[config.mk]
export PLATFORM = sky130hd
export DESIGN_NAME = core_frontend
export DESIGN_NICKNAME = d
export VERILOG_FILES = /design/src/source/rv32i_pkg.sv /design/src/source/tomasula_pkg.sv /design/src/source/alu.sv /design/src/source/regfile.sv /design/src/source/fetch_decode.sv /design/src/source/issue_queue.sv /design/src/source/execute_unit.sv /design/src/source/core_frontend.sv
export SDC_FILE = /design/constraint.sdc
export NUM_CORES = 2
export LEC_CHECK = 0
export BUFFER_PORTS_ARGS = -buffer_cell sky130_fd_sc_hd__buf_4
export CAP_MARGIN = 20
export CORE_MARGIN = 2
export CORE_UTILIZATION = 49
export CTS_BUF_LIST = sky130_fd_sc_hd__clkbuf_4 sky130_fd_sc_hd__clkbuf_8
export DETAILED_ROUTE_END_ITERATION = 12
export PLACE_DENSITY = 0.74
export SLEW_MARGIN = 30
export SYNTH_ARGS = -nofsm -noshare
export SYNTH_HDL_FRONTEND = slang
export SYNTH_HIERARCHICAL = 1
export SYNTH_SLANG_ARGS = --single-unit
[constraint.sdc]
create_clock -name clk_i -period 8.58 [get_ports clk_i]
set_input_delay 0.429 -clock clk_i [delete_from_list [all_inputs] [get_ports clk_i]]
set_output_delay 0.429 -clock clk_i [all_outputs]
set_load 0.02 [all_outputs]
[src/source/rv32i_pkg.sv]
`default_nettype none

package rv32i_pkg;

    // major opcodes accepted by the decoder
    localparam logic [6:0] OP_REG = 7'b0110011;
    localparam logic [6:0] OP_IMM = 7'b0010011;

    // funct3, shared by register and immediate forms
    localparam logic [2:0] F3_ADD = 3'b000;
    localparam logic [2:0] F3_XOR = 3'b100;
    localparam logic [2:0] F3_OR  = 3'b110;
    localparam logic [2:0] F3_AND = 3'b111;

    // funct7, only bit 30 differs between add and sub
    localparam logic [6:0] F7_BASE = 7'b0000000;
    localparam logic [6:0] F7_SUB  = 7'b0100000;

    // one instruction word, seen as r-type or as i-type
    typedef union packed {
        struct packed {
            logic [6:0] funct7;
            logic [4:0] rs2;
            logic [4:0] rs1;
            logic [2:0] funct3;
            logic [4:0] rd;
            logic [6:0] opcode;
        } r;
        struct packed {
            // imm12 covers the funct7 and rs2 slots of the r view
            logic [11:0] imm12;
            logic [4:0]  rs1;
            logic [2:0]  funct3;
            logic [4:0]  rd;
            logic [6:0]  opcode;
        } i;
    } instr_u;

endpackage

`default_nettype wire

[src/source/tomasula_pkg.sv]
`default_nettype none

package tomasula_pkg;

    // alu operation carried in each control word
    typedef enum logic [2:0] {
        ALU_ADD = 3'd0,
        ALU_SUB = 3'd1,
        ALU_AND = 3'd2,
        ALU_OR  = 3'd3,
        ALU_XOR = 3'd4
    } alu_op_e;

    // control word fields, travelling as separate ports
    //   cw_op       3 bits
    //   cw_rd       5 bits
    //   cw_rs1      5 bits
    //   cw_rs2      5 bits
    //   cw_use_imm  1 bit
    //   cw_imm     32 bits, already sign extended
    // packed in that order, msb first, inside the queue
    localparam int CW_WIDTH = 51;

    // issue queue geometry
    localparam int IQ_DEPTH = 4;
    // pointer width, log2 of the depth
    localparam int IQ_PTR_W = 2;

endpackage

`default_nettype wire

[src/source/alu.sv]
`timescale 1ns/1ps
`default_nettype none

module alu import tomasula_pkg::*; (
    input  alu_op_e     op_i,
    input  logic [31:0] a_i,
    input  logic [31:0] b_i,
    output logic [31:0] result_o
);

    // plain 32-bit wraparound, no overflow flag
    always_comb begin
        case (op_i)
            ALU_ADD: result_o = a_i + b_i;
            ALU_SUB: result_o = a_i - b_i;
            ALU_AND: result_o = a_i & b_i;
            ALU_OR:  result_o = a_i | b_i;
            ALU_XOR: result_o = a_i ^ b_i;
            // unused encodings
            default: result_o = '0;
        endcase
    end

endmodule

`default_nettype wire

[src/source/regfile.sv]
`timescale 1ns/1ps
`default_nettype none

module regfile (
    input  logic        clk_i,
    input  logic        arst_n_i,
    // write port
    input  logic        we_i,
    input  logic [4:0]  rd_i,
    input  logic [31:0] wdata_i,
    // read ports
    input  logic [4:0]  rs1_i,
    input  logic [4:0]  rs2_i,
    output logic [31:0] rdata1_o,
    output logic [31:0] rdata2_o
);

    logic [31:0] regs [32];

    // x0 is cleared by reset and never written, so it reads zero
    always_ff @(posedge clk_i or negedge arst_n_i) begin
        if (!arst_n_i) begin
            for (int r = 0; r < 32; r++) begin
                regs[r] <= '0;
            end
        end else if (we_i && rd_i != 5'd0) begin
            regs[rd_i] <= wdata_i;
        end
    end

    // asynchronous reads
    // a write lands on the edge, next cycle sees the new value
    assign rdata1_o = regs[rs1_i];
    assign rdata2_o = regs[rs2_i];

endmodule

`default_nettype wire

[src/source/fetch_decode.sv]
`timescale 1ns/1ps
`default_nettype none

module fetch_decode import rv32i_pkg::*, tomasula_pkg::*; (
    input  logic        clk_i,
    input  logic        arst_n_i,
    // instruction memory side
    output logic        instr_read_o,
    output logic [31:0] instr_addr_o,
    input  logic        instr_mem_resp_i,
    input  logic [31:0] instr_data_i,
    // issue queue side
    input  logic        full_i,
    output logic        push_o,
    output alu_op_e     cw_op_o,
    output logic [4:0]  cw_rd_o,
    output logic [4:0]  cw_rs1_o,
    output logic [4:0]  cw_rs2_o,
    output logic        cw_use_imm_o,
    output logic [31:0] cw_imm_o
);

    logic [31:0] pc_q;
    logic        read_q;
    logic        hold_q;
    logic        hold_d;
    logic        fetch_done;

    // decoder outputs
    instr_u      word;
    logic        dec_legal;
    alu_op_e     dec_op;
    logic [4:0]  dec_rs2;
    logic        dec_use_imm;
    logic [31:0] dec_imm;

    assign word         = instr_data_i;
    assign fetch_done   = read_q && instr_mem_resp_i;
    assign push_o       = hold_q && !full_i;
    assign instr_read_o = read_q;
    assign instr_addr_o = pc_q;

    always_comb begin
        dec_legal   = 1'b0;
        dec_op      = ALU_ADD;
        dec_rs2     = word.r.rs2;
        dec_use_imm = 1'b0;
        dec_imm     = '0;
        if (word.r.opcode == OP_REG) begin
            // register form checks funct7 against funct3
            if (word.r.funct7 == F7_BASE) begin
                dec_legal = 1'b1;
                case (word.r.funct3)
                    F3_ADD:  dec_op = ALU_ADD;
                    F3_XOR:  dec_op = ALU_XOR;
                    F3_OR:   dec_op = ALU_OR;
                    F3_AND:  dec_op = ALU_AND;
                    default: dec_legal = 1'b0;
                endcase
            end else if (word.r.funct7 == F7_SUB && word.r.funct3 == F3_ADD) begin
                dec_legal = 1'b1;
                dec_op    = ALU_SUB;
            end
        end else if (word.i.opcode == OP_IMM) begin
            // immediate form reads no second register
            dec_legal   = 1'b1;
            dec_rs2     = 5'd0;
            dec_use_imm = 1'b1;
            dec_imm     = {{20{word.i.imm12[11]}}, word.i.imm12};
            case (word.i.funct3)
                F3_ADD:  dec_op = ALU_ADD;
                F3_XOR:  dec_op = ALU_XOR;
                F3_OR:   dec_op = ALU_OR;
                F3_AND:  dec_op = ALU_AND;
                default: dec_legal = 1'b0;
            endcase
        end
    end

    // holding register fills on a legal response and drains on push
    always_comb begin
        hold_d = hold_q;
        if (fetch_done && dec_legal) begin
            hold_d = 1'b1;
        end else if (push_o) begin
            hold_d = 1'b0;
        end
    end

    always_ff @(posedge clk_i or negedge arst_n_i) begin
        if (!arst_n_i) begin
            pc_q   <= '0;
            read_q <= 1'b0;
            hold_q <= 1'b0;
        end else begin
            hold_q <= hold_d;
            // keep requesting while there is room to park a word
            read_q <= !hold_d;
            // pc moves on after every response including illegal words
            if (fetch_done) begin
                pc_q <= pc_q + 32'd4;
            end
        end
    end

    // control word payload loads with each legal word
    always_ff @(posedge clk_i) begin
        if (fetch_done && dec_legal) begin
            cw_op_o      <= dec_op;
            cw_rd_o      <= word.r.rd;
            cw_rs1_o     <= word.r.rs1;
            cw_rs2_o     <= dec_rs2;
            cw_use_imm_o <= dec_use_imm;
            cw_imm_o     <= dec_imm;
        end
    end

    // address holds until the memory responds
    addr_stable_a: assert property (@(posedge clk_i) disable iff (!arst_n_i)
        instr_read_o && !instr_mem_resp_i |=> $stable(instr_addr_o));

endmodule

`default_nettype wire

[src/source/issue_queue.sv]
`timescale 1ns/1ps
`default_nettype none

module issue_queue import tomasula_pkg::*; (
    input  logic        clk_i,
    input  logic        arst_n_i,
    // producer side
    input  logic        push_i,
    input  alu_op_e     cw_op_i,
    input  logic [4:0]  cw_rd_i,
    input  logic [4:0]  cw_rs1_i,
    input  logic [4:0]  cw_rs2_i,
    input  logic        cw_use_imm_i,
    input  logic [31:0] cw_imm_i,
    // consumer side
    input  logic        pop_i,
    output logic        full_o,
    output logic        empty_o,
    output alu_op_e     cw_op_o,
    output logic [4:0]  cw_rd_o,
    output logic [4:0]  cw_rs1_o,
    output logic [4:0]  cw_rs2_o,
    output logic        cw_use_imm_o,
    output logic [31:0] cw_imm_o
);

    logic [CW_WIDTH-1:0] mem [IQ_DEPTH];
    logic [IQ_PTR_W-1:0] wr_ptr_q;
    logic [IQ_PTR_W-1:0] rd_ptr_q;
    logic [IQ_PTR_W:0]   count_q;
    logic [CW_WIDTH-1:0] push_word;
    logic [CW_WIDTH-1:0] head_word;
    logic [2:0]          head_op;
    logic                do_push;
    logic                do_pop;

    assign full_o  = count_q == (IQ_PTR_W + 1)'(IQ_DEPTH);
    assign empty_o = count_q == '0;
    assign do_push = push_i && !full_o;
    assign do_pop  = pop_i && !empty_o;

    assign push_word = {cw_op_i, cw_rd_i, cw_rs1_i, cw_rs2_i, cw_use_imm_i, cw_imm_i};

    // head entry unpacked back into fields
    assign head_word = mem[rd_ptr_q];
    assign {head_op, cw_rd_o, cw_rs1_o, cw_rs2_o, cw_use_imm_o, cw_imm_o} = head_word;
    assign cw_op_o = alu_op_e'(head_op);

    // entry storage written at the tail
    always_ff @(posedge clk_i) begin
        if (do_push) begin
            mem[wr_ptr_q] <= push_word;
        end
    end

    // pointers wrap at the power of two depth
    always_ff @(posedge clk_i or negedge arst_n_i) begin
        if (!arst_n_i) begin
            wr_ptr_q <= '0;
            rd_ptr_q <= '0;
            count_q  <= '0;
        end else begin
            if (do_push) begin
                wr_ptr_q <= wr_ptr_q + 1'b1;
            end
            if (do_pop) begin
                rd_ptr_q <= rd_ptr_q + 1'b1;
            end
            case ({do_push, do_pop})
                2'b10:   count_q <= count_q + 1'b1;
                2'b01:   count_q <= count_q - 1'b1;
                default: count_q <= count_q;
            endcase
        end
    end

    // producer respects full and consumer respects empty
    no_push_full_a: assert property (@(posedge clk_i) disable iff (!arst_n_i)
        push_i |-> !full_o);
    no_pop_empty_a: assert property (@(posedge clk_i) disable iff (!arst_n_i)
        pop_i |-> !empty_o);

endmodule

`default_nettype wire

[src/source/execute_unit.sv]
`timescale 1ns/1ps
`default_nettype none

module execute_unit import tomasula_pkg::*; (
    input  logic        clk_i,
    input  logic        arst_n_i,
    // queue head
    input  logic        empty_i,
    input  alu_op_e     cw_op_i,
    input  logic [4:0]  cw_rd_i,
    input  logic [4:0]  cw_rs1_i,
    input  logic [4:0]  cw_rs2_i,
    input  logic        cw_use_imm_i,
    input  logic [31:0] cw_imm_i,
    // stand in for a full rob
    input  logic        rob_full_i,
    output logic        pop_o,
    // retirement report
    output logic        wb_valid_o,
    output logic [4:0]  wb_rd_o,
    output logic [31:0] wb_data_o
);

    logic [31:0] rs1_data;
    logic [31:0] rs2_data;
    logic [31:0] operand_b;
    logic [31:0] result;

    // issue whenever something waits and the rob has room
    assign pop_o = !empty_i && !rob_full_i;

    // immediate replaces rs2 for i-type
    assign operand_b = cw_use_imm_i ? cw_imm_i : rs2_data;

    regfile u_regfile (
        .clk_i    (clk_i),
        .arst_n_i (arst_n_i),
        .we_i     (pop_o),
        .rd_i     (cw_rd_i),
        .wdata_i  (result),
        .rs1_i    (cw_rs1_i),
        .rs2_i    (cw_rs2_i),
        .rdata1_o (rs1_data),
        .rdata2_o (rs2_data)
    );

    alu u_alu (
        .op_i     (cw_op_i),
        .a_i      (rs1_data),
        .b_i      (operand_b),
        .result_o (result)
    );

    // report on the same edge as the register write
    always_ff @(posedge clk_i or negedge arst_n_i) begin
        if (!arst_n_i) begin
            wb_valid_o <= 1'b0;
        end else begin
            wb_valid_o <= pop_o;
        end
    end

    always_ff @(posedge clk_i) begin
        if (pop_o) begin
            wb_rd_o   <= cw_rd_i;
            wb_data_o <= result;
        end
    end

    // a full rob in one cycle means no retirement in the next
    stall_holds_a: assert property (@(posedge clk_i) disable iff (!arst_n_i)
        rob_full_i |=> !wb_valid_o);

endmodule

`default_nettype wire

[src/source/core_frontend.sv]
`timescale 1ns/1ps
`default_nettype none

module core_frontend import tomasula_pkg::*; (
    input  logic        clk_i,
    input  logic        arst_n_i,
    // instruction memory
    output logic        instr_read_o,
    output logic [31:0] instr_addr_o,
    input  logic        instr_mem_resp_i,
    input  logic [31:0] instr_data_i,
    // backpressure
    input  logic        rob_full_i,
    // retirement
    output logic        wb_valid_o,
    output logic [4:0]  wb_rd_o,
    output logic [31:0] wb_data_o
);

    // fetch to queue
    logic        push;
    logic        full;
    alu_op_e     in_op;
    logic [4:0]  in_rd;
    logic [4:0]  in_rs1;
    logic [4:0]  in_rs2;
    logic        in_use_imm;
    logic [31:0] in_imm;

    // queue to execute
    logic        pop;
    logic        empty;
    alu_op_e     head_op;
    logic [4:0]  head_rd;
    logic [4:0]  head_rs1;
    logic [4:0]  head_rs2;
    logic        head_use_imm;
    logic [31:0] head_imm;

    fetch_decode u_fetch_decode (
        .clk_i            (clk_i),
        .arst_n_i         (arst_n_i),
        .instr_read_o     (instr_read_o),
        .instr_addr_o     (instr_addr_o),
        .instr_mem_resp_i (instr_mem_resp_i),
        .instr_data_i     (instr_data_i),
        .full_i           (full),
        .push_o           (push),
        .cw_op_o          (in_op),
        .cw_rd_o          (in_rd),
        .cw_rs1_o         (in_rs1),
        .cw_rs2_o         (in_rs2),
        .cw_use_imm_o     (in_use_imm),
        .cw_imm_o         (in_imm)
    );

    issue_queue u_issue_queue (
        .clk_i        (clk_i),
        .arst_n_i     (arst_n_i),
        .push_i       (push),
        .cw_op_i      (in_op),
        .cw_rd_i      (in_rd),
        .cw_rs1_i     (in_rs1),
        .cw_rs2_i     (in_rs2),
        .cw_use_imm_i (in_use_imm),
        .cw_imm_i     (in_imm),
        .pop_i        (pop),
        .full_o       (full),
        .empty_o      (empty),
        .cw_op_o      (head_op),
        .cw_rd_o      (head_rd),
        .cw_rs1_o     (head_rs1),
        .cw_rs2_o     (head_rs2),
        .cw_use_imm_o (head_use_imm),
        .cw_imm_o     (head_imm)
    );

    execute_unit u_execute_unit (
        .clk_i        (clk_i),
        .arst_n_i     (arst_n_i),
        .empty_i      (empty),
        .cw_op_i      (head_op),
        .cw_rd_i      (head_rd),
        .cw_rs1_i     (head_rs1),
        .cw_rs2_i     (head_rs2),
        .cw_use_imm_i (head_use_imm),
        .cw_imm_i     (head_imm),
        .rob_full_i   (rob_full_i),
        .pop_o        (pop),
        .wb_valid_o   (wb_valid_o),
        .wb_rd_o      (wb_rd_o),
        .wb_data_o    (wb_data_o)
    );

endmodule

`default_nettype wire

-- Word level (Yosys, flattened, before mapping)
Memories as Yosys holds them, arrays and structs flattened.
Cells that the tools add are included.
- add/sub/neg operators: 7
- magnitude comparators: 4
- eq/ne operators: 13
- multiplexer cells: 29
- bitwise logic cells: 7
- reduce and logical (&&, ||, !) cells: 21
- operators with widths (cell ; number):
    bitwise mux 1024 bit ; 1
    binary-select mux 32 bit (select 5 bit) ; 2
    2-to-1 mux 32 bit ; 6
    demux 32 bit (select 5 bit) ; 1
    one-hot mux 32 bit (5 select lines) ; 1
    adder 32 x 3 -> 32 bit, second input constant ; 1
    adder 32 bit ; 1
    bitwise AND 32 bit ; 1
    OR 32 bit ; 1
    subtractor 32 bit ; 1
    bitwise XOR 32 bit ; 1
    >= comparator 6 bit, second input constant ; 3
    NOT 5 -> 6 bit ; 3
    equality test 3 bit, second input constant ; 5
    equality test 7 x 6 -> 1 bit, second input constant ; 2
    2-to-1 mux 1 bit ; 11
    2-to-1 mux 5 bit ; 2
    logical AND 1 bit ; 9
    zero test 3 bit ; 3
    2-to-1 mux 3 bit ; 3
    one-hot mux 3 bit (3 select lines) ; 1
    equality test 7 x 5 -> 1 bit, second input constant ; 1
    zero test 7 bit ; 1
    equality test 3 x 2 -> 1 bit, second input constant ; 2
    14 further kinds ; 18
- register bits: 1134
- RAM bits: 204
- input port bits: 36
- logic and storage cells: 129
- memories kept: 1
- memory list (memory ; words ; bits a word ; read ports ; clocked after Yosys merged registers in ; write ports ; RTL line ; source):
    u_issue_queue.mem ; 4 ; 51 ; 1 ; 0 ; 1 ; issue_queue.sv:27 ; logic [CW_WIDTH-1:0] mem [IQ_DEPTH];

-- Depth between registers and ports, before layout
An unclocked memory read counts as a cell.
- depth after elaboration: 9
- depth in mapped cells: 30

-- By module
The synthesis kept the hierarchy.
- modules (own cells, without submodules) (module ; instances ; cells an instance ; area each (sq um) ; sequential area each (sq um)):
    regfile ; 1 ; 4601 ; 55942.4 ; 25624.6
    issue_queue ; 1 ; 304 ; 7847.5 ; 6301.0
    alu ; 1 ; 651 ; 4365.4 ; 0.0
    fetch_decode ; 1 ; 215 ; 2786.4 ; 1731.7
    execute_unit ; 1 ; 75 ; 1684.1 ; 1136.1

-- Worst setup path after synthesis
Ideal clock, no wire load.
- kind: register to register
- start point: register u_issue_queue.rd_ptr_q[0]
- end point: register u_execute_unit/u_regfile/regs[574] in the netlist's numbering
- setup time: 128 ps
- arrival: 6129 ps
- data required time: 8452 ps
- slack: 2323 ps
- stages on the path, launching flop included: 28
- path buffers: 8
- period minus slack after synthesis: 6257 ps
- path through: dfrtp_1 buf_6 buf_12 mux4_2 buf_2 buf_4 buf_2 buf_2 mux2i_1 nand2_1 a31oi_1 nand3_1 mux2_4 or4_4 or4_4 nor2_8 a41oi_1 xnor2_1 ha_1 clkbuf_1 a21o_1 a31oi_1 a211oi_1 or3_1 xnor2_1 o221ai_1 clkbuf_1 mux2_1
- cells in the longest elaborated chain, start to end: 9
- ends and longest elaborated chain (item ; RTL line ; source):
    start: declaration ; issue_queue.sv:29 ; logic [IQ_PTR_W-1:0] rd_ptr_q;
    start signal: assignment ; issue_queue.sv:67 ; rd_ptr_q <= rd_ptr_q + 1'b1;
    memory (4 x 51 bit) (*) ; -- ;
    named net head_rs2[1] ; core_frontend.sv:36 ; logic [4:0] head_rs2;
    NOT 5 -> 6 bit (implied by the code) (*) ; regfile.sv:34 ; assign rdata2_o = regs[rs2_i];
    binary-select mux 32 bit (select 5 bit) (*) ; regfile.sv:34 ;
    2-to-1 mux 32 bit (implied by the code) (*) (2 in a row) ; regfile.sv:34 ;
    named net u_execute_unit.rs2_data[14] ; execute_unit.sv:25 ; logic [31:0] rs2_data;
    2-to-1 mux 32 bit (*) ; execute_unit.sv:33 ; assign operand_b = cw_use_imm_i ? cw_imm_i : rs2_data;
    named net u_execute_unit.operand_b[14] ; execute_unit.sv:26 ; logic [31:0] operand_b;
    subtractor 32 bit or adder 32 bit (tied branches) ; alu.sv:15, alu.sv:14 ;
    one-hot mux 32 bit (5 select lines) (*) ; alu.sv:13 ; case (op_i)
    named net u_execute_unit.result[30] ; execute_unit.sv:27 ; logic [31:0] result;
    bitwise mux 1024 bit (*) ; regfile.sv:27 ; regs[rd_i] <= wdata_i;
    end signal: indexed assignment ; regfile.sv:27 ;
    end: declaration ; regfile.sv:18 ; logic [31:0] regs [32];
The timed path passes the listed nets; every way through them passes the cells marked *. The select of a mux whose other input is x is not followed.
A chain may end at the register's enable or synchronous reset.

-- Worst setup path after layout
- start point: register u_issue_queue.rd_ptr_q[0]
- end point: register u_execute_unit/u_regfile/regs[861] in the netlist's numbering
The elaborated chain is that of the path after synthesis.

==> results.py <==
metrics = {
    "sta": {
        "hold_viol_final": 0,
        "grt_setup_unrepaired": "no",
        "slew_viol_final": 0,
        "setup_viol": 0,
        "fin_crit_ps": 8030,
        "fmax_mhz": 125,
        "fin_setup_tns_ps": 0,
        "maxSlewHeadroom": 0.250,
        "worst_pin_slew_ps": 1130,
        "post-route-period-util": 0.936,
        "finClkSkew_ps": 61.1,
    },
    "logic_synthesis": {
        "yosysTopAreaCell": "dfrtp_1",
        "synth_seq_cells": 1336,
        "synth_edf_count": 272,
        "ys_async_sr_fraction": 0.796,
        "synthXorXnorAreaFrac": 0.0106,
        "seq_area_frac_synth": 0.479,
        "ys_types": 83,
        "synth_area_mm2": 0.0726,
        "synth_adder_area_share": 0.0181,
        "ys_warn_count": 6,
        "synth_area_leaders": "dfrtp_1 37%, mux2_2 15%, mux2i_1 14%, edfxtp_1 11%, a22oi_1 2.0%",
        "syn_avg_cell_area_um2": 12.4,
        "netlist.area_leader.share": 0.367,
        "muxShareOfSynthArea": 0.318,
        "synthSimpleGateAreaFrac": 0.0536,
        "synthCells": 5846,
        "synth_top_family_by_area": "multiplexers",
        "synthFlopType": "dfrtp_1",
        "synth_compound_area_frac": 0.0743,
    },
    "detailed_routing": {
        "avgViaCountPerCell": 6.40,
        "drt_pre_antenna_iters": 8,
        "dr_total_vias": 51000,
        "ant_nets": 0,
        "avgRoutedWirePerCell_um": 28.4,
        "drc": 0,
        "wirelength_um": 227000,
        "drt_iter0_markers": 5210,
    },
    "grt": {
        "antenna_found_initial": 4,
        "grt_util_all_layers": 0.293,
        "grt_start_max_net_pins": 147,
        "grt_pass1_wl_um": 333000,
        "overflow": 0,
        "grt_pass1_vias": 51100,
    },
    "finish": {
        "area_growth_pct": 10.7,
        "drive_above_1_share": 0.305,
        "layout_common_cells": "1062 x dfrtp_1, 1029 x mux2i_1, 957 x mux2_2",
        "mostFrequentLayoutCell": "dfrtp_1",
        "nets": 5997,
    },
    "worst_setup_path": {
        "endpoint_kind": "flip-flop",
        "cp.arrival_ps": 8890,
        "crit_fanout": 32,
        "worst_r2r_path_depth": 24,
        "worst_ep_required_time_ps": 9440,
        "path_class": "reg2reg",
        "cp-start-kind": "flip-flop",
    },
    "die": {
        "core_region_area_mm2": 0.147,
        "rows": 141,
        "die_w_um": 389,
        "dieArea_mm2": 0.151,
        "ioPinCount": 107,
        "fp.dieH_um": 389,
        "start_util": 0.492,
    },
    "clock_tree": {
        "cts_buffers": 216,
        "clk_pin_slew_ps": 70,
        "cts_root_buffer": "clkbuf_8",
        "clock-sinks": 1336,
        "insertion_delay_ps": 980,
        "ctsHoldBuffers": 34,
        "clock_path_buffers": 3,
        "cts_setup_buffers": 0,
        "cts_tree": "done",
        "cts_resized": 0,
        "cts_max_level": 4,
    },
    "placed_design": {
        "place_congestion": 0.946,
        "hpwl_um": 133000,
        "io_buffers": 104,
    },
    "job": {
        "drv_cap": 0,
    },
    "run_status": {
        "status": "complete, no violations",
    },
    "min_path": {
        "min_path_type": "in2async",
    },
}
layer usage:
metal	global-route usage	vias to the layer above	wire length, um
li1	-	21700	-
met1	0.390	26200	92000
met2	0.451	2504	103000
met3	0.0631	658	19500
met4	0.157	4	12400
met5	0	-	23
cell type report:
type,count,area (um^2)
Inverter,76,285
Timing Repair Buffer,342,3210
Clock buffer,344,4250
Antenna cell,4,10.0
Sequential cell,1336,34800
Fill cell,12200,67100
Clock inverter,60,533
Multi-Input combinational cell,3885,34900
Tap cell,1930,2410
logic make-up after synthesis:
kind of cell,after synthesis
other cells,1
simple gates,780
compound gates,806
mux,2106
flops,1336
buf+inv,626
fa+ha+maj,104
xor+xnor,87
critical path: stages (launching register included):
cell,delay (ps)
dfrtp_4,590
mux4_4,570
buf_4,510
buf_4,480
mux2i_1,290
a22oi_1,120
a31oi_1,220
nand3_1,230
mux2_4,380
nor4_1,290
buf_4,180
nand2_1,90
or3_1,470
nor2_2,420
a21oi_1,160
xnor2_1,150
ha_1,410
a21oi_1,320
o21ai_0,180
nor4_1,220
a2bb2oi_1,190
o31ai_1,120
nor2_1,160
a211o_1,760
mux2_2,310
registers in the layout, indices dropped and copies added (netlist names):
signal	cells
u_execute_unit/u_regfile/regs	1024
u_issue_queue/mem	204
u_execute_unit/wb_data_o	32
u_fetch_decode/instr_addr_o	30
u_fetch_decode/cw_imm_o	12
u_execute_unit/wb_rd_o	5
u_fetch_decode/cw_rd_o	5
u_fetch_decode/cw_rs1_o	5
u_fetch_decode/cw_rs2_o	5
u_fetch_decode/cw_op_o	3
u_issue_queue/count_q	3
u_issue_queue/rd_ptr_q	2
u_issue_queue/wr_ptr_q	2
u_execute_unit/wb_valid_o	1
u_fetch_decode/cw_use_imm_o	1
u_fetch_decode/hold_q	1
u_fetch_decode/instr_read_o	1
cells in the mapped netlist, types with 5 or more instances:
cell type and instances:
a211oi_1 23, a21o_1 12, a21oi_1 253, a22o_1 128
a22oi_1 192, a31oi_1 88, and2_1 26, and3_1 13
and4_1 7, buf_1 29, buf_12 8, buf_2 118
buf_4 86, buf_6 50, clkbuf_1 259, dfrtp_1 1064
edfxtp_1 272, ha_1 102, inv_1 76, mux2_1 39
mux2_2 957, mux2_4 30, mux2i_1 1029, mux4_2 48
nand2_1 271, nand2b_1 6, nand3_1 218, nand3b_1 5
nand4_1 22, nor2_1 66, nor2_4 16, nor2b_1 11
nor3_1 78, nor4_1 5, o211ai_1 6, o21a_1 9
o21ai_0 46, o22ai_1 6, o31ai_1 13, or2_2 6
xnor2_1 69, xor2_1 17
path summary, 6_finish.rpt:
path / startpoint / end / slack [ps]
max: u_issue_queue/rd_ptr_q[0] / u_execute_unit/u_regfile/regs[861] / 550
min reg2reg: u_execute_unit/u_regfile/regs[1019] / u_execute_unit/u_regfile/regs[1019] / 400
max reg2reg: u_issue_queue/rd_ptr_q[0] / u_execute_unit/u_regfile/regs[861] / 550
min in group clk_i: instr_data_i[11] / u_fetch_decode/cw_rd_o[4] / 210
max in group asynchronous: arst_n_i / u_execute_unit/u_regfile/regs[869] / 6440
min: arst_n_i / u_execute_unit/u_regfile/regs[1017] / 110
metrics by stage:
step	setup WS, ps	instances	utilization	instance area (um^2)	hold WS, ps
6_report	552	7977	0.545	80400	107
5_1_grt	262	7976	0.545	80400	148
4_1_cts	836	7970	0.544	80300	76.2
3_5_place_dp	931	7532	0.510	75100	388
3_3_place_gp	756	7529	0.509	75000	384
2_1_floorplan	2320	5847	-	72600	133
Power is not shown: default switching activity piles up to over one toggle a cycle in this logic, so the estimate is an artifact.
